[src/design/dmem_cfg.svh]
`ifndef DMEM_CFG_SVH
`define DMEM_CFG_SVH

//////////////////////////////////////////////////
// Memory geometry
//////////////////////////////////////////////////

`define DMEM_ADDR_W    14     // Word address bits, byte address 15:2
`define DMEM_DEPTH     16384  // Words in the RAM, 64 KiB

//////////////////////////////////////////////////
// UART programmer
//////////////////////////////////////////////////

// Clock cycles per bit on the line
`define DMEM_UART_DIV  8

// Words in one programming load
`define DMEM_UPG_WORDS 8

`endif
[src/design/dmem_pkg.sv]
`default_nettype none
`include "dmem_cfg.svh"

package dmem_pkg;

  // Data path widths
  typedef logic [31:0] word_t;       // One memory word
  typedef logic [31:0] byte_addr_t;  // CPU side address, unit is byte
  typedef logic [7:0]  byte_t;       // One UART payload byte

  // RAM side address, unit is word
  typedef logic [`DMEM_ADDR_W-1:0] word_addr_t;

  // Receiver FSM
  typedef enum logic [1:0] {
    IDLE,   // Line high, waiting for a falling edge
    START,  // Checking start bit at mid period
    DATA,   // Eight data bits, LSB first
    STOP    // Stop bit check
  } rx_state_e;

endpackage : dmem_pkg

`default_nettype wire

[src/design/dmem_if.sv]
`timescale 1ns/1ps
`default_nettype none

// One access per cycle between a requester and the word RAM
interface dmem_if import dmem_pkg::*; ();

  logic       we;     // Write strobe for this cycle
  word_addr_t addr;   // Word address
  word_t      wdata;  // Write data
  word_t      rdata;  // Read data, one cycle after addr

  // Requester side, selector in front of the RAM
  modport req (
    output we,
    output addr,
    output wdata,
    input  rdata
  );

  // Memory side
  modport mem (
    input  we,
    input  addr,
    input  wdata,
    output rdata
  );

endinterface : dmem_if

`default_nettype wire

[src/design/dmemory32.sv]
`timescale 1ns/1ps
`default_nettype none
`include "dmem_cfg.svh"

module dmemory32 import dmem_pkg::*; (
  input  wire             clock_i,
  input  wire             rst_n_i,
  input  wire             prog_en_i,     // Programming requested
  input  wire             mem_write_i,   // CPU write
  input  wire byte_addr_t address_i,     // CPU byte address
  input  wire word_t      write_data_i,  // CPU write data
  output word_t           read_data_o,   // CPU read data, one cycle later
  input  wire             upg_we_i,      // Loader write strobe
  input  wire word_addr_t upg_addr_i,    // Loader word address
  input  wire word_t      upg_data_i,    // Loader write data
  input  wire             upg_done_i,    // Loader finished
  dmem_if.req             ram            // To the word RAM
);

  //////////////////////////////////////////////////
  // Ownership
  //////////////////////////////////////////////////

  // CPU runs once programming is off or the load is complete
  wire kick_off = ~prog_en_i | upg_done_i;

  // Word address from the byte address
  wire word_addr_t cpu_addr = address_i[`DMEM_ADDR_W+1:2];

  assign ram.we    = kick_off ? mem_write_i  : upg_we_i;    // CPU writes dropped here
  assign ram.addr  = kick_off ? cpu_addr     : upg_addr_i;
  assign ram.wdata = kick_off ? write_data_i : upg_data_i;

  //////////////////////////////////////////////////
  // Read mask
  //////////////////////////////////////////////////

  logic prog_cycle_q;  // Previous cycle belonged to the loader

  always_ff @(posedge clock_i) begin
    if (!rst_n_i) begin
      prog_cycle_q <= 1'b0;
    end else begin
      prog_cycle_q <= ~kick_off;
    end
  end

  // Lines up with the RAM read latency
  assign read_data_o = prog_cycle_q ? '0 : ram.rdata;

endmodule : dmemory32

`default_nettype wire

[src/flat_wrapper.sv]
// flat-port wrapper written by rule: the top's interface ports become plain ports
module dmemory32_flat import dmem_pkg::*;
  (clock_i, rst_n_i, prog_en_i, mem_write_i, address_i, write_data_i, read_data_o, upg_we_i, upg_addr_i, upg_data_i, upg_done_i, ram_we, ram_addr, ram_wdata, ram_rdata);
  dmem_if ram_i ();
  input  wire clock_i;
  input  wire rst_n_i;
  input  wire prog_en_i;
  input  wire mem_write_i;
  input  wire byte_addr_t address_i;
  input  wire word_t write_data_i;
  output word_t read_data_o;
  input  wire upg_we_i;
  input  wire word_addr_t upg_addr_i;
  input  wire word_t upg_data_i;
  input  wire upg_done_i;
  output wire logic [$bits(ram_i.we)-1:0] ram_we;
  output wire logic [$bits(ram_i.addr)-1:0] ram_addr;
  output wire logic [$bits(ram_i.wdata)-1:0] ram_wdata;
  input wire logic [$bits(ram_i.rdata)-1:0] ram_rdata;
  assign ram_we = ram_i.we;
  assign ram_addr = ram_i.addr;
  assign ram_wdata = ram_i.wdata;
  assign ram_i.rdata = ram_rdata;
  dmemory32 u_core (.clock_i(clock_i), .rst_n_i(rst_n_i), .prog_en_i(prog_en_i), .mem_write_i(mem_write_i), .address_i(address_i), .write_data_i(write_data_i), .read_data_o(read_data_o), .upg_we_i(upg_we_i), .upg_addr_i(upg_addr_i), .upg_data_i(upg_data_i), .upg_done_i(upg_done_i), .ram(ram_i));
endmodule
[config.mk]
export PLATFORM = sky130hd
export DESIGN_NAME = dmemory32_flat
export DESIGN_NICKNAME = d
export VERILOG_FILES = /design/src/design/dmem_pkg.sv /design/src/design/dmem_if.sv /design/src/design/dmemory32.sv /design/src/flat_wrapper.sv
export VERILOG_INCLUDE_DIRS = /design/src /design/src/design
export SDC_FILE = /design/constraint.sdc
export NUM_CORES = 1
export LEC_CHECK = 0
export BUFFER_PORTS_ARGS = -buffer_cell sky130_fd_sc_hd__buf_4
export CAP_MARGIN = 30
export CORE_AREA = 2 2 88 90
export CTS_CLUSTER_DIAMETER = 100
export DETAILED_ROUTE_END_ITERATION = 6
export DIE_AREA = 0 0 90 92
export SETUP_SLACK_MARGIN = 0.05
export SLEW_MARGIN = 20
export SYNTH_ARGS = -nofsm -noshare
export SYNTH_HDL_FRONTEND = slang
export SYNTH_SLANG_ARGS = --single-unit
[constraint.sdc]
create_clock -name clock_i -period 1.24 [get_ports clock_i]
set_clock_uncertainty 0.2 [all_clocks]
set_input_delay 0.124 -clock clock_i [delete_from_list [all_inputs] [get_ports clock_i]]
set_output_delay 0.124 -clock clock_i [all_outputs]
set_load 0.005 [all_outputs]
Word level (Yosys, flattened, before mapping)
Index checks and enable logic that the tools add are counted.

Bits of input ports: 148. Word-level logic and storage cells: 8. Flip-flop bits (word level): 1. Output and inout port bits: 79.

Bitwise logic cells: 3. Multiplexer cells: 4.

Operators by type and width (number): 2-to-1 mux 32 bit (2); 2-to-1 mux 14 bit (1); NOT 1 bit (2); 2-to-1 mux 1 bit (1); bitwise OR 1 bit (1).

Logic depth before layout (Yosys ltp)
Depth in word-level cells: 3. Gate-level depth with buffers: 4.

Worst setup path after synthesis
OpenSTA, ideal clock, no wires.

Kind: input -> output. Start: in prog_en_i. End: out ram_addr[0]. Data required time: 0.916 ns. Buffers on the path: 2. Setup slack: 0.056 ns. Stages on the path: 4. Arrival time: 0.860 ns. Cell sequence: nor2b_4 buf_6 buf_12 mux2_4.

Longest elaborated chain between the ends: 3.

Ends and longest elaborated chain: start, declared (line flat_wrapper.sv:7) `input wire prog_en_i;`; NOT 1 bit (line dmemory32.sv:25) `wire kick_off = ~prog_en_i | upg_done_i;`; bitwise OR 1 bit (line dmemory32.sv:25); 2-to-1 mux 14 bit (line dmemory32.sv:31) `assign ram.addr = kick_off ? cpu_addr : upg_addr_i;`; end, declared (line flat_wrapper.sv:17) `output wire logic [$bits(ram_i.addr)-1:0] ram_addr;`.

No other way between the ends.

Worst setup path after layout
Start: in prog_en_i. End: out ram_wdata[3].

Longest elaborated chain between the ends: 3.

Ends and longest elaborated chain: NOT 1 bit (line dmemory32.sv:25); bitwise OR 1 bit (line dmemory32.sv:25); 2-to-1 mux 32 bit (line dmemory32.sv:32) `assign ram.wdata = kick_off ? write_data_i : upg_data_i;`; end, declared (line flat_wrapper.sv:18) `output wire logic [$bits(ram_i.wdata)-1:0] ram_wdata;`.

No other way between the ends.

==> summary.txt <==
Run status
  – Outcome: finished, violations left
  – Failing checks: setup timing

Place
  – Gp weighted congestion: 0.738
  – Dpl cells: 397
  – Port-buffer cells: 208
  – Hpwl dp: 4240 um

Power
  – Pwr/cell area: 365 nW/um2
  – Leak pwr: 0.00148 uW
  – Worst ir drop on vdd: 168 uV
  – Overall Power: 1020 uW

Routing
  – DRC errors left: 0
  – Via count: 1522
  – Vias per cell: 3.80
  – Antenna viol nets, final: 0
  – Routed WL: 4790 um
  – DR iter-0 viols: 4
  – Avg WL per Cell: 11.9 um
  – TritonRoute pass-1 iters: 2

Finish
  – Largest Register: u_core.prog_cycle_q
  – Ant diodes: 0
  – Final Util: 37.5%
  – Final std cells w/o fill: 401
  – Final #Nets: 449
  – Biggest regs: u_core.prog_cycle_q x1
  – Area growth syn-to-layout: 204%
  – Max reg flops: 1
  – Layout cell share with drive strength beyond 1: 88.6%

Worst hold path
  – Tightest Hold Check Type: in -> reg

Timing
  – Final worst slack: -0.189 ns
  – Period utilization: 115%
  – F_max: 0.700 GHz
  – Relative slew slack: 89.8%
  – RSZ-0062 raised after global routing: true
  – Final Hold Viols: 0
  – Min Tclk post-route: 1.43 ns
  – Setup TNS: -7.59 ns
  – Final Slew Violations: 0
  – Final hold slack: 0.155 ns
  – Final setup viols: 47
  – Tightest Pin Transition: 0.152 ns

Setup path
  – Worst Path Class, Setup: in -> out
  – Crit path arrival time: 1.10 ns
  – Most frequent cell on the critical path: buf_6
  – Setup crit end kind: output port
  – Slowest cell on crit path: mux2_4
  – Crit Path Max Fanout: 5
  – CP cell instances: buf_6, nor2b_4, buf_12, buf_6, buf_6, mux2_4, buf_6
  – CP Data Required Time: 0.92 ns
  – Crit-path max cell delay: 0.30 ns
  – Setup crit start kind: input port
  – CP delay by family, top: buffers and inverters
  – WP buf/inv: 5

GRT
  – Total gr overflow: 0
  – Vias in the first global route: 1557
  – Largest net degree at the start of global routing: 32
  – All-Layer GR Usage: 9.99%
  – First-pass GRT wire length: 7030 um
  – Initial antenna violation count: 0

Floorplan
  – IO Pins: 227
  – Die Ht: 92 um
  – Core area: 7450 um2
  – Starting Density: 12.3%
  – Area of the die: 8280 um2
  – Chip width: 90 um
  – Num rows: 32

Logic synthesis
  – Post-synth EDFFs: 0
  – Yosys warns: 0
  – Post-synth top flop: dfxtp_1
  – Synth top area share: 34.3%
  – Yosys reg bits: 1
  – Mapped Area: 918 um2
  – Post-synthesis cell type count: 10
  – Area contributors post-synth: mux2_2 34%, mux2_4 31%, nor2b_1 22%, buf_12 4.4%, dfxtp_1 2.2%
  – Most frequent cell after synthesis: nor2b_1
  – Synth top cells by count: 32 x nor2b_1, 28 x mux2_2, 19 x mux2_4, 3 x clkbuf_1
  – Async SR Flop Fraction: 0%
  – Net Count, Synth: 238
  – Cells after Synth: 90
  – Post-synthesis sequential area ratio: 2.18%
  – Syn avg cell area: 10.2 um2
  – Top cell type by total area after synthesis: mux2_2

Clocking
  – Clock slew at reported path FFs: 0 ns
  – Hold-fix buffers, CTS: 0

Job
  – Max Cap Viol: 0
[where the power goes]
group / leakage (uW) / total [uW] / internal, uW / switching, uW
clock: 0 / 0 / 0 / 0
combinational: 0.00147 / 986 / 722 / 263
sequential: 0.00000822 / 35.5 / 34.2 / 1.35
total: 0.00148 / 1020 / 757 / 265
[cell families after synthesis]
logic type,count (synthesis),share of synthesized area [%]
mux,47,65.4
buf+inv,8,8.45
simple gates,34,24.0
flops,1,2.18
[path summary, 6_finish.rpt]
check                                  to  slack [ns]      start  depth (start not counted)
worst min-delay path  u_core.prog_cycle_q        0.15    rst_n_i                          2
worst max-delay path         ram_wdata[3]       -0.19  prog_en_i                          7
[layer usage]
layer	global-route usage (%)	vias to the layer above	share of wire (%)
li1	-	728	-
met1	10.5	662	33
met2	20.4	132	54
met3	3.12	0	13
met4	0	0	0
met5	0	-	0
[stage by stage]
step / area (um2) / setup slack (ns)
finish: 2800 / -0.189
global route: 2800 / -0.213
CTS: 2760 / -0.227
detailed placement: 2590 / -0.252
global placement: 2590 / -0.222
floorplan: 918 / 0.0563
[layout make-up]
class                   instances  area, um2
flip-flops and latches          1       20.0
well taps                     102        128
repair buffers                217       1800
fillers                       780       4650
multi-input cells              81        847
[cell usage in the layout (no fill, tap or decap)]
cell	synthesis	layout
buf_4	2	183
nor2b_1	32	32
nor2b_4	1	1
dfxtp_1	1	1
buf_12	2	3
mux2_4	19	26
buf_6	1	29
buf_8	0	1
and2_1	1	1
mux2_2	28	21
clkbuf_16	0	1
[what timing repair did]
item,CTS,global route
resized for setup,31,11
gates cloned,1,1
pin swaps,0,0
endpoints found under the setup margin,47,47
buffers inserted,3,1
No activity file was read; power rests on OpenSTA's default activity.
