## config.mk

```make
export PLATFORM = sky130hd
export DESIGN_NAME = uart_rx
export DESIGN_NICKNAME = d
export VERILOG_FILES = /design/src/design/dmem_pkg.sv /design/src/design/uart_rx.sv
export VERILOG_INCLUDE_DIRS = /design/src /design/src/design
export SDC_FILE = /design/constraint.sdc
export NUM_CORES = 1
export LEC_CHECK = 0
export BUFFER_PORTS_ARGS = -buffer_cell sky130_fd_sc_hd__buf_2
export CORE_UTILIZATION = 50
export DETAILED_ROUTE_END_ITERATION = 8
export GPL_ROUTABILITY_DRIVEN = 0
export PLACE_DENSITY = 0.72
export SLEW_MARGIN = 30
export SYNTH_ARGS = -nofsm -noshare
export SYNTH_HDL_FRONTEND = slang
export SYNTH_SLANG_ARGS = --single-unit
```

## constraint.sdc

```tcl
create_clock -name clock_i -period 2.1 [get_ports clock_i]
set_input_delay 0.42 -clock clock_i [delete_from_list [all_inputs] [get_ports clock_i]]
set_output_delay 0.42 -clock clock_i [all_outputs]
set_load 0.05 [all_outputs]
```

## src/design/dmem_cfg.svh

```systemverilog
`ifndef DMEM_CFG_SVH
`define DMEM_CFG_SVH

//////////////////////////////////////////////////
// Memory geometry
//////////////////////////////////////////////////

`define DMEM_ADDR_W    14     // Word address bits, byte address 15:2
`define DMEM_DEPTH     16384  // Words in the RAM, 64 KiB

//////////////////////////////////////////////////
// UART programmer
//////////////////////////////////////////////////

// Clock cycles per bit on the line
`define DMEM_UART_DIV  8

// Words in one programming load
`define DMEM_UPG_WORDS 8

`endif
```

## src/design/dmem_pkg.sv

```systemverilog
`default_nettype none
`include "dmem_cfg.svh"

package dmem_pkg;

  // Data path widths
  typedef logic [31:0] word_t;       // One memory word
  typedef logic [31:0] byte_addr_t;  // CPU side address, unit is byte
  typedef logic [7:0]  byte_t;       // One UART payload byte

  // RAM side address, unit is word
  typedef logic [`DMEM_ADDR_W-1:0] word_addr_t;

  // Receiver FSM
  typedef enum logic [1:0] {
    IDLE,   // Line high, waiting for a falling edge
    START,  // Checking start bit at mid period
    DATA,   // Eight data bits, LSB first
    STOP    // Stop bit check
  } rx_state_e;

endpackage : dmem_pkg

`default_nettype wire

```

## src/design/uart_rx.sv

```systemverilog
`timescale 1ns/1ps
`default_nettype none
`include "dmem_cfg.svh"

module uart_rx import dmem_pkg::*; (
  input  wire   clock_i,
  input  wire   rst_n_i,
  input  wire   rx_i,        // Serial line, idles high
  output byte_t rx_byte_o,   // Last received byte
  output logic  rx_valid_o   // One cycle strobe per good frame
);

  localparam int CNT_W = $clog2(`DMEM_UART_DIV);

  //////////////////////////////////////////////////
  // Line synchronizer
  //////////////////////////////////////////////////

  logic rx_meta_q;
  logic rx_sync_q;

  always_ff @(posedge clock_i) begin
    if (!rst_n_i) begin
      rx_meta_q <= 1'b1;  // Idle level
      rx_sync_q <= 1'b1;
    end else begin
      rx_meta_q <= rx_i;
      rx_sync_q <= rx_meta_q;
    end
  end

  //////////////////////////////////////////////////
  // Frame FSM
  //////////////////////////////////////////////////

  rx_state_e        state_q;
  logic [CNT_W-1:0] cnt_q;     // Cycles within the current bit
  logic [2:0]       bit_idx_q; // Data bit being sampled
  byte_t            shift_q;   // Data bits, shifted in from the top

  wire half_done = (cnt_q == CNT_W'(`DMEM_UART_DIV / 2 - 1));
  wire bit_done  = (cnt_q == CNT_W'(`DMEM_UART_DIV - 1));

  always_ff @(posedge clock_i) begin
    if (!rst_n_i) begin
      state_q    <= IDLE;
      cnt_q      <= '0;
      bit_idx_q  <= '0;
      rx_valid_o <= 1'b0;
    end else begin
      rx_valid_o <= 1'b0;  // Strobe by default low
      cnt_q      <= cnt_q + 1'b1;
      case (state_q)
        IDLE: begin
          cnt_q <= '0;
          if (!rx_sync_q) state_q <= START;  // Falling edge seen
        end
        START: begin
          if (half_done) begin
            cnt_q     <= '0;
            bit_idx_q <= '0;
            // Glitch shorter than half a bit goes back to idle
            state_q   <= rx_sync_q ? IDLE : DATA;
          end
        end
        DATA: begin
          if (bit_done) begin
            cnt_q     <= '0;
            bit_idx_q <= bit_idx_q + 1'b1;
            if (bit_idx_q == 3'd7) state_q <= STOP;  // Last data bit
          end
        end
        STOP: begin
          if (bit_done) begin
            rx_valid_o <= rx_sync_q;  // Framing error drops the byte
            state_q    <= IDLE;
          end
        end
        default: state_q <= IDLE;
      endcase
    end
  end

  // LSB arrives first, so shift right
  always_ff @(posedge clock_i) begin
    if (state_q == DATA && bit_done) begin
      shift_q <= {rx_sync_q, shift_q[7:1]};
    end
  end

  assign rx_byte_o = shift_q;

endmodule : uart_rx

`default_nettype wire

```

Word-level counts from Yosys, hierarchy flattened:

Index checks and enable logic that the tools add are counted.

* input port bits: 3
* word-level logic and storage cells: 39
* register bits: 19
* output and inout port bits: 9

* add/sub/neg operators: 2
* reductions and logical operators: 6
* equal/unequal tests: 11
* mux-type cells: 13

Operators by type and width (number)
* $mux 2: 6
* $mux 3: 4
* $ne 2x2->1 const B: 5
* $pmux 3 s3: 1
* $pmux 2 s4: 1
* $add 3x1->3 const B: 2
* $eq 3x3->1 const B: 2
* $pmux 3 s2: 1
* $reduce_and 3->1: 2
* $reduce_and 5->1: 1
* $eq 2x2->1 const B: 2
* $eq 3x2->1 const B: 1
* $eq 2x1->1 const B: 1
* $logic_not 2->1: 1
* $reduce_bool 2->1: 1
* $logic_and 1x1->1: 1

Longest topological paths before layout:

Gate-level depths: netlist of run 1.

* depth after elaboration: 4
* depth in mapped cells: 6
* mapped depth without buffers: 6

Worst setup path after synthesis of run 1:

OpenSTA, ideal clock, no wires.

* kind: reg-to-reg
* start: register cnt_q[0]
* end: register shift_q[0], in the netlist rx_byte_o[0], enable pin
* path buffers: 0
* setup time: 0.370 ns
* arrival: 1.136 ns
* data required time: 1.730 ns
* period minus slack after synthesis: 1.506 ns
* setup slack: 0.594 ns
* cell stages (with the launch flop): 4
* cell sequence: dfxtp_1 -> ha_1 -> nand3_2 -> nor2_1

* word-level cells in the longest chain between the ends: 2

RTL lines
* from (decl): RTL line uart_rx.sv:37 `logic [CNT_W-1:0] cnt_q;`
* from (signal assigned): RTL line uart_rx.sv:52 `cnt_q <= cnt_q + 1'b1;`
* $eq 3x3->1: RTL line uart_rx.sv:42 `` wire bit_done = (cnt_q == CNT_W'(`DMEM_UART_DIV - 1)); ``
* $logic_and 1x1->1: RTL line uart_rx.sv:86 `if (state_q == DATA && bit_done) begin`
* to (signal assigned): RTL line uart_rx.sv:87 `shift_q <= {rx_sync_q, shift_q[7:1]};`
* to (decl): RTL line uart_rx.sv:39 `byte_t shift_q;`

No other way between the ends.
A chain may end at the register's enable or synchronous reset.

Final worst setup path of run 1:

* start: register cnt_q[0]
* end: register shift_q[1], in the netlist rx_byte_o[1], enable pin

Same word-level chain as after synthesis.

==> summary.md, run 1 <==
| Metric | Value |
|---|---|
| Initial Util | 56.0% |
| Achievable clock frequency | approximately 710 MHz |
| Count leader, synth | dfxtp_1 |
| Hold_buf cts | 0 |
| 1st-iter DRT viols | 13 |
| Met3 wire length | ~39 um |
| Fin crit share | ~67% |
| Most instantiated cells after synthesis | 11 x dfxtp_1, 8 x edfxtp_1, 6 x nor2_1 |
| Min-delay worst type | input pin to register |
| Top cell type's share of synthesized area | roughly a third |
| FP Rows | 13 |
| Reg2reg path depth | 4 |
| Slew headroom | 77.3% |
| Drt first pass iters | 4 |
| EDFF count, synth | 8 |
| Netlist cell types | 23 |
| First-pass GRT wire length | about 1700 um |
| Via Count | between 400 and 500 |
| Full die area | ~1700 sq um |
| Hold_ws | 313 ps |
| CP required | between 2000 and 2500 ps |
| Asr flop ratio synth | 0% |
| Post-CTS sizing | 0 |
| Hold Crit Start | rx_i |
| Skew-Pair Late Insertion Delay | around 280 ps |
| FF-to-FF End | rx_byte_o[1] |
| Total CTS buffers | 3 |
| Core Box Area | around 1400 sq um |
| Final design utilization | 62.9% |
| P&R area growth vs syn | 12.4% |
| Pwr/cell area | 670 nW/um^2 |
| Nets | 84 |
| Avg WL per Cell | 12.9 um |
| Element type at the critical path start | register |
| Class of the most critical setup path | register to register |
| Total overflow reported by the global router | 0 |
| Mapped Area | ~760 sq um |
| Max_cap viols | 0 |
| Min Clock Period, post-route | 1410 ps |
| CTS Sinks | 19 |
| Register area share after synthesis | 60.2% |
| Placed cells | 86 |
| Gate Count Post-Synth | 61 |
| CP endpoint kind | register |
| FF-to-FF setup slack | just under 700 ps |
| Final setup viols | 0 |
| Crit path DAT | between 1000 and 1500 ps |
| PortBufs | 11 |
| Met1 wire length | 563 um |
| Syn_nets | 69 |
| Routed WL | approximately 1200 um |
| CTS tree | yes |
| Reg2Reg Launch Point | cnt_q[0] |
| RSZ-0062 raised after global routing | no |
| Post-CTS setup repair buffer count | 0 |
| Post-DRT Antenna Nets | 0 |
| Final Non-Filler Cells | 90 |
| Final slew viol count | 0 |
| Initial antenna violation count | 0 |
| WL met2 | roughly 550 um |
| Layout cells sized above 1 | approximately a fifth |
| CP Capture Point | rx_byte_o[1] |
| Final Hold Viols | 0 |
| H-tree depth | 1 |
| Top Metal Used | met4 |
| Lkg Pwr | a little under 0.4 nW |
| Synthesized flop and latch total | 19 |
| Residual DRC count | 0 |
| Synth top area cells | edfxtp_1 31%, dfxtp_1 29%, ha_1 8.2% |
| Io pins | 12 |
| Skew final | around 0.74 ps |
| Worst setup path start | cnt_q[0] |
| GRT Total Usage | between 10% and 20% |
| Maximum vdd ir drop | approximately 510 uV |
| Max Root-Sink Buffers | 2 |
| Synth Flop Type | dfxtp_1 |
| Warnings from Yosys | 0 |
| Die H | approximately 41 um |
| Status | completed |
| Syn_area_per_cell | ~13 sq um |
| Fin Setup TNS | 0 ps |
| Root Driver | clkbuf_4 |
| Clock slew at reported path FFs | about 100 ps |
| Diode count | 0 |
| Drt via density | around 5.5 |
| Worst Max-Slew Pin Slew | around 340 ps |
| Leading area contributor after synthesis | edfxtp_1 |
| Die X | 41.1 um |
| Hpwl dp | 862 um |
| Largest net degree at the start of global routing | 11 |
| Worst Path Max Fanout | 8 |
| Vias in the first global route | about 410 |
-- logic make-up after synthesis --
| family | Yosys count | share of synthesized area [%] |
|---|---|---|
| DFF | 19 | 60.2 |
| and+or+nand+nor | 17 | 11.5 |
| AOI/OAI and AO/OA | 11 | 12.1 |
| buffers and inverters | 5 | 3.11 |
| adders and majority gates | 5 | 8.18 |
| xor gates and xnor gates | 2 | 2.29 |
| muxes | 2 | 2.62 |
-- per-stage QoR --
| stage | total power, W | setup WS, ps | cell area, sq um |
|---|---|---|---|
| 2_1_floorplan | 0.000405 | 594 | 764 |
| 3_3_place_gp | 0.000410 | 742 | 833 |
| 3_5_place_dp | 0.000411 | 707 | 833 |
| 4_1_cts | 0.000583 | 692 | 860 |
| 5_1_grt | 0.000606 | 603 | 860 |
| 6_report | 0.000576 | 690 | 860 |
-- placed cells by master (no fill, tap or decap) --
cell	netlist	routed
nor2_1	6	6
dfxtp_1	11	11
buf_2	1	11
nand2_1	2	2
nor2b_1	1	1
xor2_1	2	2
buf_4	1	1
a21boi_1	1	1
edfxtp_1	8	8
a32oi_1	1	1
nand2b_1	4	4
o21ai_1	1	1
o2bb2ai_1	3	3
ha_1	5	5
a41oi_1	1	1
o221ai_1	1	1
mux2i_1	2	2
o211a_1	2	2
inv_1	3	3
o21bai_1	1	1
nand3_1	2	2
or2_0	1	1
clkbuf_4	0	3
clkbuf_1	0	1
nand3_2	1	1
-- worst max-delay path: stages, from the launching register on --
cell	delay, ps
dfxtp_1	370
ha_1	280
nand3_2	170
nor2_1	130
buf_4	170
-- report_power, final --
group | total [W] | switching, W | internal [W]
sequential | 0.000389 | 0.00000409 | 0.000385
combinational | 0.0000133 | 0.00000696 | 0.00000635
clock | 0.000173 | 0.0000997 | 0.0000736
-- routing by layer --
layer,GRT usage [%],vias up
li1,-,248
met1,18.0,232
met2,25.8,12
met3,6.52,2
met4,7.26,0
met5,0,-
-- final cells by class --
class,count,area (sq um)
inverter,3,11.3
multi-input combinational,37,280
sequential,19,460
clock buffer,4,26.3
fill,123,507
timing repair buffer,12,62.6
tap,15,18.8
-- state kept, by name, summed over array words and instances (netlist names), named ones only --
name / cells
rx_byte_o: 8
bit_idx_q: 3
cnt_q: 3
rx_meta_q: 1
rx_sync_q: 1
rx_valid_o: 1
state_q: 1
-- worst min-delay path by stage --
stage                            to  slack, ps  cells after the start
final                     rx_meta_q        310                      2
after global routing      rx_meta_q        300                      2
after CTS                 rx_meta_q        310                      2
after detailed placement  rx_sync_q        410                      1
after global placement    rx_sync_q        390                      1
after floorplan           rx_sync_q        390                      1
Power figures use the tool's default switching activity.
==> inputs of run 2 (changes only) <==
--- a/config.mk
+++ b/config.mk
@@ -6,11 +6,12 @@
 export SDC_FILE = /design/constraint.sdc
 export NUM_CORES = 1
 export LEC_CHECK = 0
+export ABC_AREA = 1
 export BUFFER_PORTS_ARGS = -buffer_cell sky130_fd_sc_hd__buf_2
-export CORE_UTILIZATION = 50
+export CORE_UTILIZATION = 47
 export DETAILED_ROUTE_END_ITERATION = 8
 export GPL_ROUTABILITY_DRIVEN = 0
-export PLACE_DENSITY = 0.72
+export PLACE_DENSITY = 0.7
 export SLEW_MARGIN = 30
 export SYNTH_ARGS = -nofsm -noshare
 export SYNTH_HDL_FRONTEND = slang
==> constraint.sdc (replaced) <==
create_clock -name clock_i -period 1.16 [get_ports clock_i]
set_input_delay 0.232 -clock clock_i [delete_from_list [all_inputs] [get_ports clock_i]]
set_output_delay 0.232 -clock clock_i [all_outputs]
set_load 0.05 [all_outputs]
==> run 2 against run 1 <==
Compared with the run above:
- utilization up 8.4 points
- highest routed layer unchanged
- largest cell class unchanged
- global-route usage up 0.21 points
- register-to-register slack worse by 700 ps
- synthesized area up 4.1%
- cell area up 28%
- setup slack worse by 700 ps
- fmax up 20%
- the run now ends with setup timing left
- critical path type unchanged
==> summary.md, run 2 <==
| Metric | Value |
|---|---|
| PortBufs | 11 (unchanged) |
| Post-place setup slack | -89.7 ps (-796 ps) |
| Top cell type's share of synthesized area | 30.2% (-1.2 points) |
| Hpwl dp | 893 um (+3.6%) |
| WP buf/inv | 1 (unchanged) |
| Clock slew at reported path FFs | 100 ps (about the same) |
| Fin crit share | 101% (+34 points) |
| Synth top area cells | edfxtp_1 30%, dfxtp_1 28%, ha_1 7.9% |
| Synthesized flop and latch total | 19 (unchanged) |
| Routed WL | 1480 um (+28%) |
| Die X | 43.1 um (+5.0%) |
| Asr flop ratio synth | 0% (unchanged) |
| 1st-iter DRT viols | 13 (unchanged) |
| Total CTS buffers | 3 (unchanged) |
| Root Driver | clkbuf_4 |
| Maximum vdd ir drop | 686 uV (+33%) |
| Total overflow reported by the global router | 0 (unchanged) |
| Mapped Area | 796 sq um (+4.1%) |
| Filler Cells Inserted | 116 (-5.7%) |
| Worst Path Max Fanout | 3 (-5) |
| Cell mode on critical path | nand3_2 |
| First-pass GRT wire length | 2200 um (+32%) |
| H-tree depth | 1 (unchanged) |
| Element type at the critical path start | register |
| Drt via density | 5.16 (-6.0%) |
| RSZ-0062 raised after global routing | yes |
| Hold Path Cell Cnt | 2 (unchanged) |
| Final slew viol count | 0 (unchanged) |
| CTS tree | yes |
| Min Clock Period, post-route | 1170 ps (-239 ps) |
| Reg2reg path depth | 8 (+4) |
| Leading area contributor after synthesis | edfxtp_1 |
| Reg2Reg Launch Point | cnt_q[0] |
| Status | finished with violations |
| Max Root-Sink Buffers | 2 (unchanged) |
| Final setup viols | 12 (+12) |
| Vias in the first global route | 553 (+34%) |
| P&R area growth vs syn | 38.0% |
| Slew headroom | 83.5% (+6.2 points) |
| Gate Count Post-Synth | 82 (+34%) |
| Placed cell area | 870 sq um (+4.4%) |
| Core Box Area | 1540 sq um (+13%) |
| Hold_buf cts | 0 (unchanged) |
| FP Rows | 14 (+1) |
| Commonest non-fill, non-tap cells in the layout | 10 x nor2_1, 10 x buf_4, 8 x nand2_1, 8 x edfxtp_1, 7 x inv_2 |
| Design area | 1100 sq um (+28%) |
| Layout cells sized above 1 | 56.9% (+36 points) |
| Drt first pass iters | 4 (unchanged) |
| Max reg flops | 8 (unchanged) |
| Max_cap viols | 0 (unchanged) |
| Achievable clock frequency | 854 MHz (+20%) |
| Netlist cell types | 18 (-22%) |
| CP delay by family, top | simple AND/OR/NAND/NOR gates |
| Largest net degree at the start of global routing | 11 (unchanged) |
| CP required | 1350 ps (-750 ps) |
| Syn_area_per_cell | 9.70 sq um (-23%) |
| Hold Crit Start | rx_i |
| Register area share after synthesis | 57.9% (-2.4 points) |
| Crit path largest cell delay | 390 ps (+20 ps) |
| Count leader, synth | nor2_1 |
| Warnings from Yosys | 0 (unchanged) |
| Io pins | 12 (unchanged) |
| Syn_nets | 90 (+30%) |
| Failing checks | setup timing |
| Residual DRC count | 0 (unchanged) |
| CP endpoint kind | register |
| FF-to-FF setup slack | -10 ps (-700 ps) |
| GRT Total Usage | 16.1% (+0.21 points) |
| Die H | 43.1 um (+5.0%) |
| CTS Sinks | 19 (unchanged) |
| Synth Flop Type | dfxtp_1 |
| Nets | 111 (+32%) |
| Min-delay worst type | input pin to register |
| Post-DRT Antenna Nets | 0 (unchanged) |
| Skew-Pair Late Insertion Delay | 290 ps (about the same) |
| Avg WL per Cell | 12.6 um (-2.7%) |
| Worst Max-Slew Pin Slew | 247 ps (-93.4 ps) |
| Lkg Pwr | 0.458 nW (+19%) |
| Most instantiated cells after synthesis | 12 x nor2_1, 11 x dfxtp_1, 9 x inv_1, 9 x nand2_1, 8 x edfxtp_1 |
| Diode count | 0 (unchanged) |
| Crit path DAT | 1370 ps (-40 ps) |
| Full die area | 1860 sq um (+10%) |
| Pwr/cell area | 1030 nW/um^2 (+54%) |
| Setup WS post-layout | -11.5 ps (-701 ps) |
| Hold endpoint | rx_meta_q |
| Final Hold Viols | 0 (unchanged) |
| Initial Util | 51.6% (-4.3 points) |
| Slowest-stage cell, CP | dfxtp_4 |
| CP Cell Sequence | ha_4, inv_2, nor2_4, nor2_1, nor2_2, nand3_2, nand3_2, nand2_1 |
| EDFF count, synth | 8 (unchanged) |
| Skew final | 1.69 ps (+0.951 ps) |
| Via Count | 609 (+23%) |
| Fin Setup TNS | -36.3 ps (-36.3 ps) |
| Class of the most critical setup path | register to register |
| Initial antenna violation count | 0 (unchanged) |
| Total power | 0.00113 W (+97%) |
==> run 2: cell count changes after synthesis, sizes merged, moves of 3 or more <==
cell	previous run	this run
inv	3	12
o21ai	1	5
nand2	2	13
nand2b	4	0
a21oi	0	3
o2bb2ai	3	0
nor2	6	14
==> run 2: layer usage <==
metal	vias to the layer above	share of wire (%)	track usage, %
li1	303	-	-
met2	20	53	27.5
met3	7	3.2	2.55
met1	279	42	18.9
met5	-	0	0
met4	0	2.0	9.09
==> run 2: repair_timing <==
item                                   CTS  global route
buffers inserted                         0             5
setup endpoints to repair               16            23
pin swaps                                1             6
endpoints found under the hold margin    0             0
gates resized for setup                 18            38
==> run 2: worst max path at each step <==
| stage | startpoint | endpoint | slack [ps] | cells past startpoint |
|---|---|---|---|---|
| CTS | bit_idx_q[0] | state_q[0] | -40 | 8 |
| global placement | cnt_q[0] | register | -50 | 8 |
| finish | cnt_q[0] | register | -10 | 8 |
| floorplan | cnt_q[0] | register | 20 | 8 |
| global route | cnt_q[0] | bit_idx_q[2] | -90 | 7 |
| detailed placement | cnt_q[0] | bit_idx_q[2] | -90 | 8 |
==> run 2: cells by family (layout without fill, tap and decap cells) <==
| group | Yosys count | in the layout | share of synthesized area, % |
|---|---|---|---|
| AOI/OAI and AO/OA | 9 | 9 | 5.97 |
| adders and majority gates | 5 | 5 | 7.86 |
| buffers and inverters | 14 | 34 | 7.70 |
| DFF | 19 | 19 | 57.9 |
| and+or+nand+nor | 35 | 35 | 20.6 |
==> run 2: area by class of cell <==
cell class                 count  area (sq um)  area share (%)
timing repair buffer          18           140            12.8
multi-input combinational     49           390            35.5
clock buffer                   4          26.3            2.39
inverter                      12          50.0            4.56
sequential                    19           472            42.9
tap                           16          20.0            1.82
==> run 2: stage by stage <==
| step | utilization [%] | std cells | hold WS (ps) |
|---|---|---|---|
| after detailed placement | 56.4 | 109 | 407 |
| after global routing | 71.3 | 118 | 105 |
| final | 71.3 | 118 | 117 |
| after CTS | 61.0 | 113 | 118 |
| after global placement | 56.4 | 109 | 398 |
| after floorplan | - | 82 | 339 |
==> run 2: power by group <==
group / switching, W / leakage, nW / total [W] / internal, W
clock network: 0.000191 / 0.0150 / 0.000325 / 0.000134
logic: 0.0000445 / 0.279 / 0.0000766 / 0.0000320
registers: 0.0000284 / 0.164 / 0.000732 / 0.000704
total: 0.000264 / 0.458 / 0.00113 / 0.000870
