**src/design/dmem_cfg.svh**
```systemverilog
`ifndef DMEM_CFG_SVH
`define DMEM_CFG_SVH

//////////////////////////////////////////////////
// Memory geometry
//////////////////////////////////////////////////

`define DMEM_ADDR_W    14     // Word address bits, byte address 15:2
`define DMEM_DEPTH     16384  // Words in the RAM, 64 KiB

//////////////////////////////////////////////////
// UART programmer
//////////////////////////////////////////////////

// Clock cycles per bit on the line
`define DMEM_UART_DIV  8

// Words in one programming load
`define DMEM_UPG_WORDS 8

`endif
```
**src/design/dmem_pkg.sv**
```systemverilog
`default_nettype none
`include "dmem_cfg.svh"

package dmem_pkg;

  // Data path widths
  typedef logic [31:0] word_t;       // One memory word
  typedef logic [31:0] byte_addr_t;  // CPU side address, unit is byte
  typedef logic [7:0]  byte_t;       // One UART payload byte

  // RAM side address, unit is word
  typedef logic [`DMEM_ADDR_W-1:0] word_addr_t;

  // Receiver FSM
  typedef enum logic [1:0] {
    IDLE,   // Line high, waiting for a falling edge
    START,  // Checking start bit at mid period
    DATA,   // Eight data bits, LSB first
    STOP    // Stop bit check
  } rx_state_e;

endpackage : dmem_pkg

`default_nettype wire

```
**src/design/upg_loader.sv**
```systemverilog
`timescale 1ns/1ps
`default_nettype none
`include "dmem_cfg.svh"

module upg_loader import dmem_pkg::*; (
  input  wire        clock_i,
  input  wire        rst_n_i,
  input  wire        prog_en_i,   // Programming requested
  input  wire byte_t rx_byte_i,   // From the UART receiver
  input  wire        rx_valid_i,  // Byte strobe
  output logic       upg_we_o,    // One cycle write strobe
  output word_addr_t upg_addr_o,  // Running word address
  output word_t      upg_data_o,  // Assembled word
  output logic       upg_done_o   // Load complete, held until reset
);

  localparam word_addr_t LAST_ADDR = word_addr_t'(`DMEM_UPG_WORDS - 1);

  //////////////////////////////////////////////////
  // Byte packing
  //////////////////////////////////////////////////

  logic [1:0] byte_cnt_q;  // Bytes already in the word
  word_t      word_q;      // Little endian assembly
  word_addr_t addr_q;
  logic       we_q;
  logic       done_q;

  // Bytes count only while programming and not finished
  wire accept    = rx_valid_i & prog_en_i & ~done_q;
  wire word_full = accept & (byte_cnt_q == 2'd3);

  always_ff @(posedge clock_i) begin
    if (!rst_n_i) begin
      byte_cnt_q <= '0;
    end else if (accept) begin
      byte_cnt_q <= byte_cnt_q + 1'b1;  // Wraps after the fourth byte
    end
  end

  // First byte ends up in bits 7:0 after four shifts
  always_ff @(posedge clock_i) begin
    if (accept) begin
      word_q <= {rx_byte_i, word_q[31:8]};
    end
  end

  //////////////////////////////////////////////////
  // Write strobe, address and completion
  //////////////////////////////////////////////////

  always_ff @(posedge clock_i) begin
    if (!rst_n_i) begin
      we_q   <= 1'b0;
      addr_q <= '0;
      done_q <= 1'b0;
    end else begin
      we_q <= word_full;  // Write one cycle after the fourth byte
      if (we_q) begin
        addr_q <= addr_q + 1'b1;  // Next word after this write
        // Address doubles as the word count
        if (addr_q == LAST_ADDR) done_q <= 1'b1;
      end
    end
  end

  assign upg_we_o   = we_q;
  assign upg_addr_o = addr_q;  // Still the current word during the strobe
  assign upg_data_o = word_q;  // Complete while we_q is high
  assign upg_done_o = done_q;

endmodule : upg_loader

`default_nettype wire

```
**config.mk**
```make
export PLATFORM = sky130hd
export DESIGN_NAME = upg_loader
export DESIGN_NICKNAME = d
export VERILOG_FILES = /design/src/design/dmem_pkg.sv /design/src/design/upg_loader.sv
export VERILOG_INCLUDE_DIRS = /design/src /design/src/design
export SDC_FILE = /design/constraint.sdc
export NUM_CORES = 1
export LEC_CHECK = 0
export ABC_CLOCK_PERIOD_IN_PS = 1800
export BUFFER_PORTS_ARGS = -buffer_cell sky130_fd_sc_hd__buf_2
export CAP_MARGIN = 10
export CORE_MARGIN = 3
export CORE_UTILIZATION = 49
export DETAILED_ROUTE_END_ITERATION = 12
export GPL_TIMING_DRIVEN = 0
export PLACE_DENSITY = 0.78
export SYNTH_ARGS = -nofsm -noshare
export SYNTH_HDL_FRONTEND = slang
export SYNTH_SLANG_ARGS = --single-unit
```
**constraint.sdc**
```tcl
create_clock -name clock_i -period 1.8 [get_ports clock_i]
set_input_delay 0.36 -clock clock_i [delete_from_list [all_inputs] [get_ports clock_i]]
set_output_delay 0.36 -clock clock_i [all_outputs]
set_load 0.02 [all_outputs]
```
Word level (Yosys, flattened, before mapping)
Cells that the tools add are included.
{ "totals": {"reg_bits": 50, "inputBits": 12, "output_inout_bits": 48} }
{ "op_classes": {"addsub": 2, "eq_ne": 2, "bitwise_logic": 4, "n_reduce_logical": 1} }
{ "ops": {"columns": ["operator", "n"], "rows": [
  ["$add A14 B1 Y14 const B", 1],
  ["$eq A14 B3 Y1 const B", 1],
  ["$and A1 B1 Y1", 3],
  ["$add A2 B1 Y2 const B", 1],
  ["$eq A2 B2 Y1 const B", 1],
  ["$reduce_and A2 Y1", 1],
  ["$not A1 Y1", 1]
]} }

Depth between registers and ports, before layout
Gate-level depths: netlist (run 1).
{ "logic_depth": {"word_depth": 3, "mapped_depth": 4, "mapped_depth_nobuf": 4} }

Least setup slack after synthesis (run 1)
OpenSTA, ideal clock, no wires.
{ "synth_path": {"path_type": "register to register", "from": "register done_q (netlist: upg_done_o)", "to": "register word_q[0] (netlist: upg_data_o[0]), enable pin", "arrival_time_ps": 1283, "path_slack_ps": 130, "stages_incl_launch_ff": 3, "synth_period_minus_slack_ps": 1670, "path_cell_list": "dfxtp_1 -> nand3b_1 -> inv_1"} }
{ "synth_via": {"elab_chain_cells": 2} }
{ "synth_rtl": {"columns": ["element", "line_no", "text"], "rows": [
  ["start, declared", "upg_loader.sv:27", "logic done_q;"],
  ["start signal, assigned", "upg_loader.sv:56", "done_q <= 1'b0;"],
  ["start signal, assigned", "upg_loader.sv:62", "if (addr_q == LAST_ADDR) done_q <= 1'b1;"],
  ["$not A1 Y1", "upg_loader.sv:30", "wire accept = rx_valid_i & prog_en_i & ~done_q;"],
  ["$and A1 B1 Y1", "upg_loader.sv:30", null],
  ["net accept", "upg_loader.sv:30", null],
  ["end signal, assigned", "upg_loader.sv:44", "word_q <= {rx_byte_i, word_q[31:8]};"],
  ["end, declared", "upg_loader.sv:24", "word_t word_q;"]
]} }
The timed path passes the listed nets, and every way through them passes these cells.
A chain may end at the register's enable or synchronous reset.

Worst setup path in the final report (run 1)
{ "layout_path": {"from": "register addr_q[3] (netlist: upg_addr_o[3])", "to": "register addr_q[12] (netlist: upg_addr_o[12])"} }
{ "layout_via": {"elab_chain_cells": 1} }
{ "layout_rtl": {"columns": ["element", "line_no", "text"], "rows": [
  ["start, declared", "upg_loader.sv:25", "word_addr_t addr_q;"],
  ["start signal, assigned", "upg_loader.sv:60", "addr_q <= addr_q + 1'b1;"],
  ["$add A14 B1 Y14", "upg_loader.sv:60", null]
]} }
No other way between the ends.

==> results of run 1 <==
metrics by stage:
step                      power (mW)  cell area, um2  setup slack (ns)  hold slack, ns  instances
after floorplan                1.350            1774            0.1303          0.4589        121
after global placement         1.392            2127           0.02758          0.4271        226
after detailed placement       1.399            2127          -0.06247          0.4288        226
after CTS                      1.886            2188           0.07723          0.1474        234
after global routing           1.944            2196            0.1176          0.1226        235
final                          1.874            2196            0.1826          0.1606        235
synth_stat cells, types with 4 or more instances:
library cell | n | share of area
edfxtp_1 | 32 | 0.54
dfxtp_1 | 18 | 0.20
a21oi_1 | 9 | 0.025
nor2_1 | 7 | 0.015
nand2_1 | 5 | 0.011
nand4_1 | 5 | 0.018
o31ai_1 | 5 | 0.021
or4_1 | 5 | 0.021
inv_1 | 4 | 0.0085
xor2_1 | 4 | 0.020
metal layers:
layer	track usage	wire length [um]	part of all wire	vias up
li1	-	-	-	592
met1	0.1904	1305	0.38	601
met2	0.2912	1896	0.55	52
met3	0.04082	205	0.059	8
met4	0.07107	46	0.013	0
met5	0	0	0	-
worst min-delay path by stage:
stage / from / endpoint / slack (ns) / depth (start not counted)
finish: rx_byte_i[5] / upg_data_o[29] / 0.16 / 1
global placement: upg_data_o[9] / upg_data_o[1] / 0.43 / 0
floorplan: rx_byte_i[0] / upg_data_o[24] / 0.46 / 0
detailed placement: upg_data_o[8] / upg_data_o[0] / 0.43 / 0
global route: rx_byte_i[1] / upg_data_o[25] / 0.12 / 1
CTS: rx_byte_i[5] / upg_data_o[29] / 0.15 / 1
repair_timing:
| action | 4_1_cts | 5_1_grt |
|---|---|---|
| endpoints found under the hold margin | 0 | 0 |
| setup endpoints to repair | 32 | 1 |
| resized for setup | 1 | 1 |
| setup buffers | 0 | 0 |
| gates cloned | 0 | 1 |
final cells by class:
cell class,count,area [um2]
timing repair buffer,59,295.3
sequential,50,1321
multi-input combinational,64,417.9
fill,269,1220
buffer,3,20.02
inverter,4,18.77
clock inverter,3,20.02
tap,46,57.56
timing repair inverter,1,7.507
clock buffer,5,37.54
worst max-delay path: cells and delay by family, from the launching register on:
kind                   cells  cell delay [ns]
buffers and inverters      1             0.20
flip-flops                 1             0.50
AND/OR/NAND/NOR            2             0.72
AO/OA/AOI/OAI              1             0.15
sequential cells by signal, summed over array words and instances, names as in the netlist:
name        flops
byte_cnt_q      2
upg_done_o      1
upg_we_o        1
upg_data_o     32
upg_addr_o     14
cell families (layout without fill, tap and decap cells):
logic type,after synthesis,count (layout),synth area share
multiplexers,3,3,0.01693
adder cells (fa/ha/maj),2,2,0.01410
AND/OR/NAND/NOR,37,37,0.1248
XOR/XNOR,5,5,0.02468
AO/OA/AOI/OAI,17,17,0.05501
buffers and inverters,7,75,0.01974
flip-flops,50,50,0.7447
power by group:
part           total (mW)  internal (mW)  switching (mW)  leakage, nW
sequential           1.27           1.25          0.0133        0.445
combinational       0.106         0.0319          0.0740        0.398
clock               0.501          0.153           0.347       0.0292
total                1.87           1.44           0.435        0.872
==> flow_summary_export.csv, run 1 <==
group,metric,value,unit
status,outcome,"complete, no violations",
synthesis,synthArstFlopShare,0,
worst_setup_path,r2r_slack,0.18,ns
synthesis,ys_types,27,
worst_setup_path,worstSetupPathType,"flop to flop",
sta,tightestPinTransition,0.4420,ns
cells_and_area,nets,202,
synthesis,avgSynthCellArea,14.66,um2
worst_setup_path,startpoint_type,"flop",
power,power_density,853.3,nW/um2
die,coreArea,3416,um2
sta,fmax,618.3,MHz
placed_design,port_buffers,59,
synthesis,synthCells,121,
worst_setup_path,slowest_stage,"or4_1",
global_route,grt_max_degree,34,
worst_setup_path,startpoint,"upg_addr_o[3]",
synthesis,synth_area,1774,um2
synthesis,synth_edf_count,32,
synthesis,synth-seq-cells,50,
worst_setup_path,arrival,1.92,ns
synthesis,ys_warn_count,0,
drt,wl,3.452,mm
synthesis,synth.net_count,135,
clock_tree,cts_made_buffers,5,
drt,antenna_left,0,
global_route,grt_pass1_vias,1161,
sta,rsz0062_at_grt,"false",
sta,fin_setup_tns,0,ns
die,pin_count,60,
clock_tree,h-tree-depth,2,
global_route,grt_pass1_wl,5.340,mm
cells_and_area,layout_common_cells,"buf_2, edfxtp_1, dfxtp_1, a21oi_1, nor2_1",
cells_and_area,syn_to_final_growth,23.77,%
run,maxCapViolCount,0,
cells_and_area,antenna_cells,0,
worst_setup_path,worstPathRequired,2.10,ns
clock_tree,cts.path.max_buffers,2,
drt,vias,1253,
synthesis,ys_seq_area_frac,0.7447,
drt,vias_per_cell,5.332,
sta,finalClockSkew,0.006511,ns
die,die_w,66.18,um
worst_setup_path,cpPeakStageDelay,0.51,ns
power,peakVddDrop,0.4984,mV
worst_setup_path,r2r_cells,4,
drt,post-route-drc-count,0,
sta,finalCritPeriodShare,0.8986,
sta,hold_violations,0,
sta,period_minus_slack,1.617,ns
global_route,gr-usage-all-layers,0.1658,
worst_setup_path,reg2reg_to,"upg_addr_o[12]",
cells_and_area,drive_gt1_frac,0.3862,
cells_and_area,final_common_cell,"buf_2",
placed_design,gp_congestion,0.8775,
worst_hold_path,holdCritPathClass,"input port to flop",
power,leakage,0.8723,nW
worst_setup_path,path_cells,"nand4_2 > buf_6 > or4_1 > a21oi_1",
die,start_util,0.5194,
synthesis,synthFlopType,"edfxtp_1",
sta,slew-limit-headroom,0.7053,
cells_and_area,post-route-util,0.6429,
worst_setup_path,rr_startpoint,"upg_addr_o[3]",
drt,avgRoutedWirePerCell,14.69,um
sta,drv_slew,0,
clock_tree,insertion_delay,0.36,ns
drt,initialDrtViolationCount,30,
die,rows,21,
clock_tree,cts_root_buffer,"clkbuf_4",
die,dieArea,4379,um2
clock_tree,path_clk_slew,0.14,ns
clock_tree,cts_sinks,50,
worst_setup_path,critPathCapture,"upg_addr_o[12]",
worst_setup_path,endpoint_kind,"flop",
worst_setup_path,cp_max_fo,10,
global_route,grt_remaining_overflow,0,
placed_design,dp_hpwl,2.495,mm
global_route,antenna_found_initial,0,
die,die_h,66.18,um
clock_tree,tritoncts,"built",
drt,first_pass_iters,4,
clock_tree,hold_buffers,0,
sta,setup_viol,0,
Power figures use the tool's default switching activity.
==> run 2: changes to the inputs <==
==> constraint.sdc (replaced) <==
create_clock -name clock_i -period 1.8 [get_ports clock_i]
set_input_delay 0.27 -clock clock_i [delete_from_list [all_inputs] [get_ports clock_i]]
set_output_delay 0.27 -clock clock_i [all_outputs]
set_load 0.1 [all_outputs]
==> run 2 against run 1 <==
  * Clock skew rose by 0.0076 ns
  * Worst hold slack got worse by 0.085 ns
  * Setup slack worse by 0.025 ns
  * Sequential cell count stayed put
  * Register-to-register slack got worse by 0.03 ns
  * Critical endpoint is now upg_we_o
  * Via count decreased by 2.0%
  * Core utilization rose by 0.81 points
  * Critical path type unchanged
  * Wire length fell by 1.1%
==> flow_summary_export.csv, run 2 (synthesis results as in run 1) <==
group,metric,value,unit
placed_design,placed_cell_area,2150,um2
cells_and_area,final_common_cell,"buf_2",
drt,routed.top_layer,"met4",
clock_tree,path_clk_slew,0.13,ns
die,die_h,66.18,um
cells_and_area,antenna_cells,0,
clock_tree,h-tree-depth,2,
cells_and_area,fill_cells,279,
drt,initialDrtViolationCount,59,
cells_and_area,largest_reg_flops,32,
worst_setup_path,endpoint_kind,"flop",
worst_setup_path,arrival,1.90,ns
global_route,antenna_found_initial,0,
cells_and_area,layout_common_cells,"buf_2, edfxtp_1, dfxtp_2, a21oi_1, nor2_1",
sta,drv_slew,0,
clock_tree,cts_root_buffer,"clkbuf_4",
cells_and_area,design_area,2223,um2
sta,finalWorstSetupSlack,0.1572,ns
clock_tree,insertion_delay,0.36,ns
die,coreArea,3416,um2
drt,vias,1228,
sta,finalCritPeriodShare,0.9127,
sta,slew-limit-headroom,0.5820,
placed_design,port_buffers,59,
global_route,grt_pass1_vias,1163,
clock_tree,cts.path.max_buffers,2,
die,start_util,0.5194,
power,peakVddDrop,0.7498,mV
sta,rsz0062_at_grt,"false",
global_route,grt_max_degree,34,
drt,antenna_left,0,
sta,tightestPinTransition,0.6256,ns
drt,met2WireLength,1.772,mm
clock_tree,cts_made_buffers,5,
status,outcome,"complete, no violations",
sta,fmax,608.7,MHz
power,leakage,0.8863,nW
clock_tree,tritoncts,"built",
drt,first_pass_iters,4,
drt,wl_met1,1.307,mm
drt,avgRoutedWirePerCell,14.59,um
power,power_density,930.9,nW/um2
sta,hold_violations,0,
worst_setup_path,worstPathRequired,2.06,ns
clock_tree,hold_buffers,0,
sta,fin_setup_tns,0,ns
cells_and_area,drive_gt1_frac,0.4628,
placed_design,gp_congestion,0.8973,
die,pin_count,60,
run,maxCapViolCount,0,
worst_setup_path,startpoint_type,"flop",
placed_design,pre_cts_ws,0.06392,ns
sta,period_minus_slack,1.643,ns
die,die_w,66.18,um
sta,finalClockSkew,0.01413,ns
global_route,gr-usage-all-layers,0.1722,
die,dieArea,4379,um2
drt,post-route-drc-count,0,
global_route,grt_pass1_wl,5.554,mm
clock_tree,post_cts_buffers,0,
cells_and_area,syn_to_final_growth,25.32,%
sta,setup_viol,0,
drt,vias_per_cell,5.248,
global_route,grt_remaining_overflow,0,
die,rows,21,
worst_setup_path,worstSetupPathType,"flop to flop",
drt,wl,3.415,mm
worst_hold_path,holdCritPathClass,"input port to flop",
drt,wl_met3,254,um
placed_design,dp_hpwl,2.527,mm
worst_setup_path,cp_max_fo,33,
clock_tree,cts_sinks,50,
cells_and_area,nets,201,
run 2: cell types whose count changed in the layout (fill, tap and decap cells not counted), sizes merged:
cell	delta
clkinvlp	-2
inv	-1
clkbuf	+1
clkinv	+1
run 2: metal layers:
layer  track usage  vias to the layer above
met5             0                        -
met4       0.08122                        0
met3       0.05612                        8
met2        0.2726                       56
met1        0.2122                      569
li1              -                      595
run 2: stage by stage:
stage                     total power [mW]    util  instances  hold WS, ns
final                                2.070  0.6509        234      0.07531
after global routing                 2.138  0.6509        234      0.04226
after CTS                            2.085  0.6495        234      0.05614
after detailed placement             1.561  0.6293        226       0.4280
after global placement               1.554  0.6293        226       0.4265
after floorplan                      1.512       -        121       0.3689
run 2: area by class of cell:
class / count / area (um2) / share of cell area
flip-flops and latches: 50 / 1340 / 0.6027
multi-input cells: 64 / 422.9 / 0.1902
repair buffers: 59 / 295.3 / 0.1328
well taps: 46 / 57.56 / 0.02589
clock buffers: 6 / 51.30 / 0.02307
plain buffers: 3 / 20.02 / 0.009004
inverters: 4 / 18.77 / 0.008441
clock inverters: 2 / 17.52 / 0.007878
run 2: path summary, 6_finish.rpt:
| check | from | to | slack, ns | depth (start not counted) |
|---|---|---|---|---|
| min reg2reg | upg_data_o[16] | upg_data_o[8] | 0.45 | 0 |
| min | rx_byte_i[4] | upg_data_o[28] | 0.08 | 1 |
| max reg2reg | upg_done_o | upg_we_o | 0.16 | 3 |
| max | upg_done_o | upg_we_o | 0.16 | 3 |
run 2: where the power goes:
group | switching [mW] | total [mW] | internal [mW]
Combinational | 0.237 | 0.268 | 0.0311
Sequential | 0.0126 | 1.26 | 1.25
Clock | 0.341 | 0.536 | 0.196
Total | 0.591 | 2.07 | 1.48
run 2: timing repair:
action / in CTS / in global routing
setup endpoints to repair: 0 / 1
gates resized for setup: 0 / 1
hold endpoints to repair: 0 / 0
run 2: critical path, cell delays in order, from the launching register on:
cell,delay (ns)
dfxtp_4,0.38
nand3b_1,0.22
clkinvlp_4,0.58
and3_4,0.37
==> run 3: changes to the inputs <==
--- a/config.mk
+++ b/config.mk
@@ -9,10 +9,10 @@
 export ABC_CLOCK_PERIOD_IN_PS = 1800
 export BUFFER_PORTS_ARGS = -buffer_cell sky130_fd_sc_hd__buf_2
 export CAP_MARGIN = 10
-export CORE_MARGIN = 3
 export CORE_UTILIZATION = 49
 export DETAILED_ROUTE_END_ITERATION = 12
 export GPL_TIMING_DRIVEN = 0
+export MAX_ROUTING_LAYER = met4
 export PLACE_DENSITY = 0.78
 export SYNTH_ARGS = -nofsm -noshare
 export SYNTH_HDL_FRONTEND = slang
==> run 3 against run 2 <==
  * Fmax shrank 2.6%
  * First-iteration DRC count shrank 19%
  * Clock-buffer cell count shrank 1
  * Wire length shrank 1.4%
  * Critical path depth is the same
  * Critical path type unchanged
  * Sequential cell count is the same
  * Clock skew shrank 0.0031 ns
==> flow_summary_export.csv, run 3 (synthesis results as in run 1) <==
group,metric,value,unit
global_route,antenna_found_initial,0,
power,power_density,919.1,nW/um2
drt,post-route-drc-count,0,
power,switching_share,0.2917,
drt,vias_per_cell,5.286,
clock_tree,post_cts_buffers,0,
clock_tree,cts.path.max_buffers,2,
global_route,grt_max_degree,34,
clock_tree,h-tree-depth,2,
worst_setup_path,worstSetupPathType,"flop to flop",
worst_setup_path,rr_startpoint,"upg_done_o",
placed_design,dp.cells,226,
power,p_clk_frac,0.244,
worst_hold_path,min_from,"rx_byte_i[4]",
sta,hold_violations,0,
die,rows,21,
cells_and_area,syn_to_final_growth,24.40,%
power,p_comb_frac,0.132,
drt,antenna_left,0,
cells_and_area,final_common_cell,"buf_2",
cells_and_area,layout_common_cells,"buf_2, edfxtp_1, dfxtp_2, a21oi_1, nor2_1",
drt,vias,1237,
die,coreArea,3390,um2
worst_setup_path,r2r_cells,3,
placed_design,dp_hpwl,2.466,mm
clock_tree,cts_made_buffers,5,
die,die_w,62.18,um
clock_tree,tritoncts,"built",
clock_tree,hold_buffers,0,
sta,period_minus_slack,1.686,ns
global_route,grt_pass1_wl,5.464,mm
clock_tree,cts-resized-gates,0,
sta,fmax,593.0,MHz
cells_and_area,fill_cells,272,
drt,avgRoutedWirePerCell,14.39,um
clock_tree,insertion_delay,0.35,ns
worst_setup_path,startpoint_type,"flop",
run,maxCapViolCount,0,
sta,rsz0062_at_grt,"true",
power,peakVddDrop,0.7480,mV
power,leakage,0.8791,nW
die,die_h,62.18,um
drt,initialDrtViolationCount,48,
sta,finalCritPeriodShare,0.9369,
worst_setup_path,slowest_stage,"clkinvlp_4",
sta,tightestPinTransition,0.6287,ns
power,pwr-share-seq,0.624,
cells_and_area,drive_gt1_frac,0.4521,
sta,drv_slew,0,
global_route,grt_remaining_overflow,0,
clock_tree,cts_sinks,50,
worst_setup_path,worst-path-buf-inv,1,
cells_and_area,instances_no_fill,234,
worst_hold_path,min_to,"upg_data_o[28]",
sta,slew-limit-headroom,0.5800,
cells_and_area,nets,201,
clock_tree,path_clk_slew,0.14,ns
sta,whs,0.09194,ns
sta,setup_viol,0,
cells_and_area,largest_reg_flops,32,
worst_hold_path,min_path_cells,1,
worst_setup_path,cp_top_family,"simple AND/OR/NAND/NOR gates",
die,dieArea,3866,um2
power,p_sw,0.5918,mW
worst_setup_path,endpoint_kind,"flop",
global_route,gr-usage-all-layers,0.1900,
sta,fin_setup_tns,0,ns
drt,first_pass_iters,4,
clock_tree,cts_root_buffer,"clkbuf_4",
worst_setup_path,cp_max_fo,33,
worst_setup_path,r2r_slack,0.11,ns
worst_setup_path,reg2reg_to,"upg_we_o",
worst_setup_path,arrival,1.94,ns
status,outcome,"complete, no violations",
worst_setup_path,cpPeakStageDelay,0.58,ns
global_route,grt_pass1_vias,1200,
drt,wl,3.368,mm
sta,finalClockSkew,0.01100,ns
cells_and_area,antenna_cells,0,
worst_setup_path,worstPathRequired,2.06,ns
worst_setup_path,critical_path_depth,3,
placed_design,gp_congestion,0.8581,
worst_setup_path,path_cells,"nand3b_1 > clkinvlp_4 > and3_1",
placed_design,port_buffers,59,
worst_hold_path,holdCritPathClass,"input port to flop",
power,p_int,1.437,mW
die,pin_count,60,
die,start_util,0.5234,
[run 3: changes by cell type in the layout (fill, tap and decap cells not counted)]
cell        before  now
and3_1           0    1
and3_4           1    0
clkbuf_8         1    0
clkinv_1         0    1
clkinv_4         2    0
clkinvlp_4       1    2
inv_6            0    1
[run 3: power by group through the flow]
stage | Combinational (mW) | Clock [mW] | Sequential [mW]
5_1_grt | 0.275 | 0.549 | 1.27
3_3_place_gp | 0.266 | 0 | 1.29
3_5_place_dp | 0.269 | 0 | 1.29
6_report | 0.268 | 0.495 | 1.27
4_1_cts | 0.269 | 0.513 | 1.27
2_1_floorplan | 0.0231 | 0 | 1.49
[run 3: worst max-delay path by stage]
stage,startpoint,end,slack [ns]
after floorplan,upg_addr_o[11],upg_addr_o[12],0.006
after global placement,prog_en_i,upg_we_o,0.17
after detailed placement,prog_en_i,upg_we_o,0.07
after CTS,upg_done_o,upg_we_o,0.07
after global routing,upg_done_o,upg_we_o,-0.05
final,upg_done_o,upg_we_o,0.11
[run 3: layout make-up]
cell class                      count  area, um2  share of cell area
Sequential cell                    50       1340              0.6071
Multi-Input combinational cell     64      417.9              0.1893
Timing Repair Buffer               59      295.3              0.1338
Tap cell                           46      57.56             0.02608
Clock buffer                        5      37.54             0.01701
Clock inverter                      3      20.02            0.009070
Buffer                              3      20.02            0.009070
Inverter                            4      18.77            0.008503
[run 3: stage by stage]
stage | setup slack [ns] | utilization | instance area, um2 | power (mW)
final | 0.1137 | 0.6512 | 2207 | 2.029
after global routing | -0.05384 | 0.6512 | 2207 | 2.095
after CTS | 0.07118 | 0.6512 | 2207 | 2.049
after detailed placement | 0.06734 | 0.6342 | 2150 | 1.562
after global placement | 0.1715 | 0.6342 | 2150 | 1.555
after floorplan | 0.006246 | - | 1797 | 1.512
[run 3: layer usage]
| layer | up-vias | part of all wire | global-route usage | wire, um |
|---|---|---|---|---|
| li1 | 598 | - | - | - |
| met1 | 593 | 0.42 | 0.2238 | 1398 |
| met2 | 40 | 0.52 | 0.3173 | 1743 |
| met3 | 6 | 0.049 | 0.03860 | 166 |
| met4 | 0 | 0.018 | 0.08140 | 60 |
| met5 | - | 0 | - | 0 |
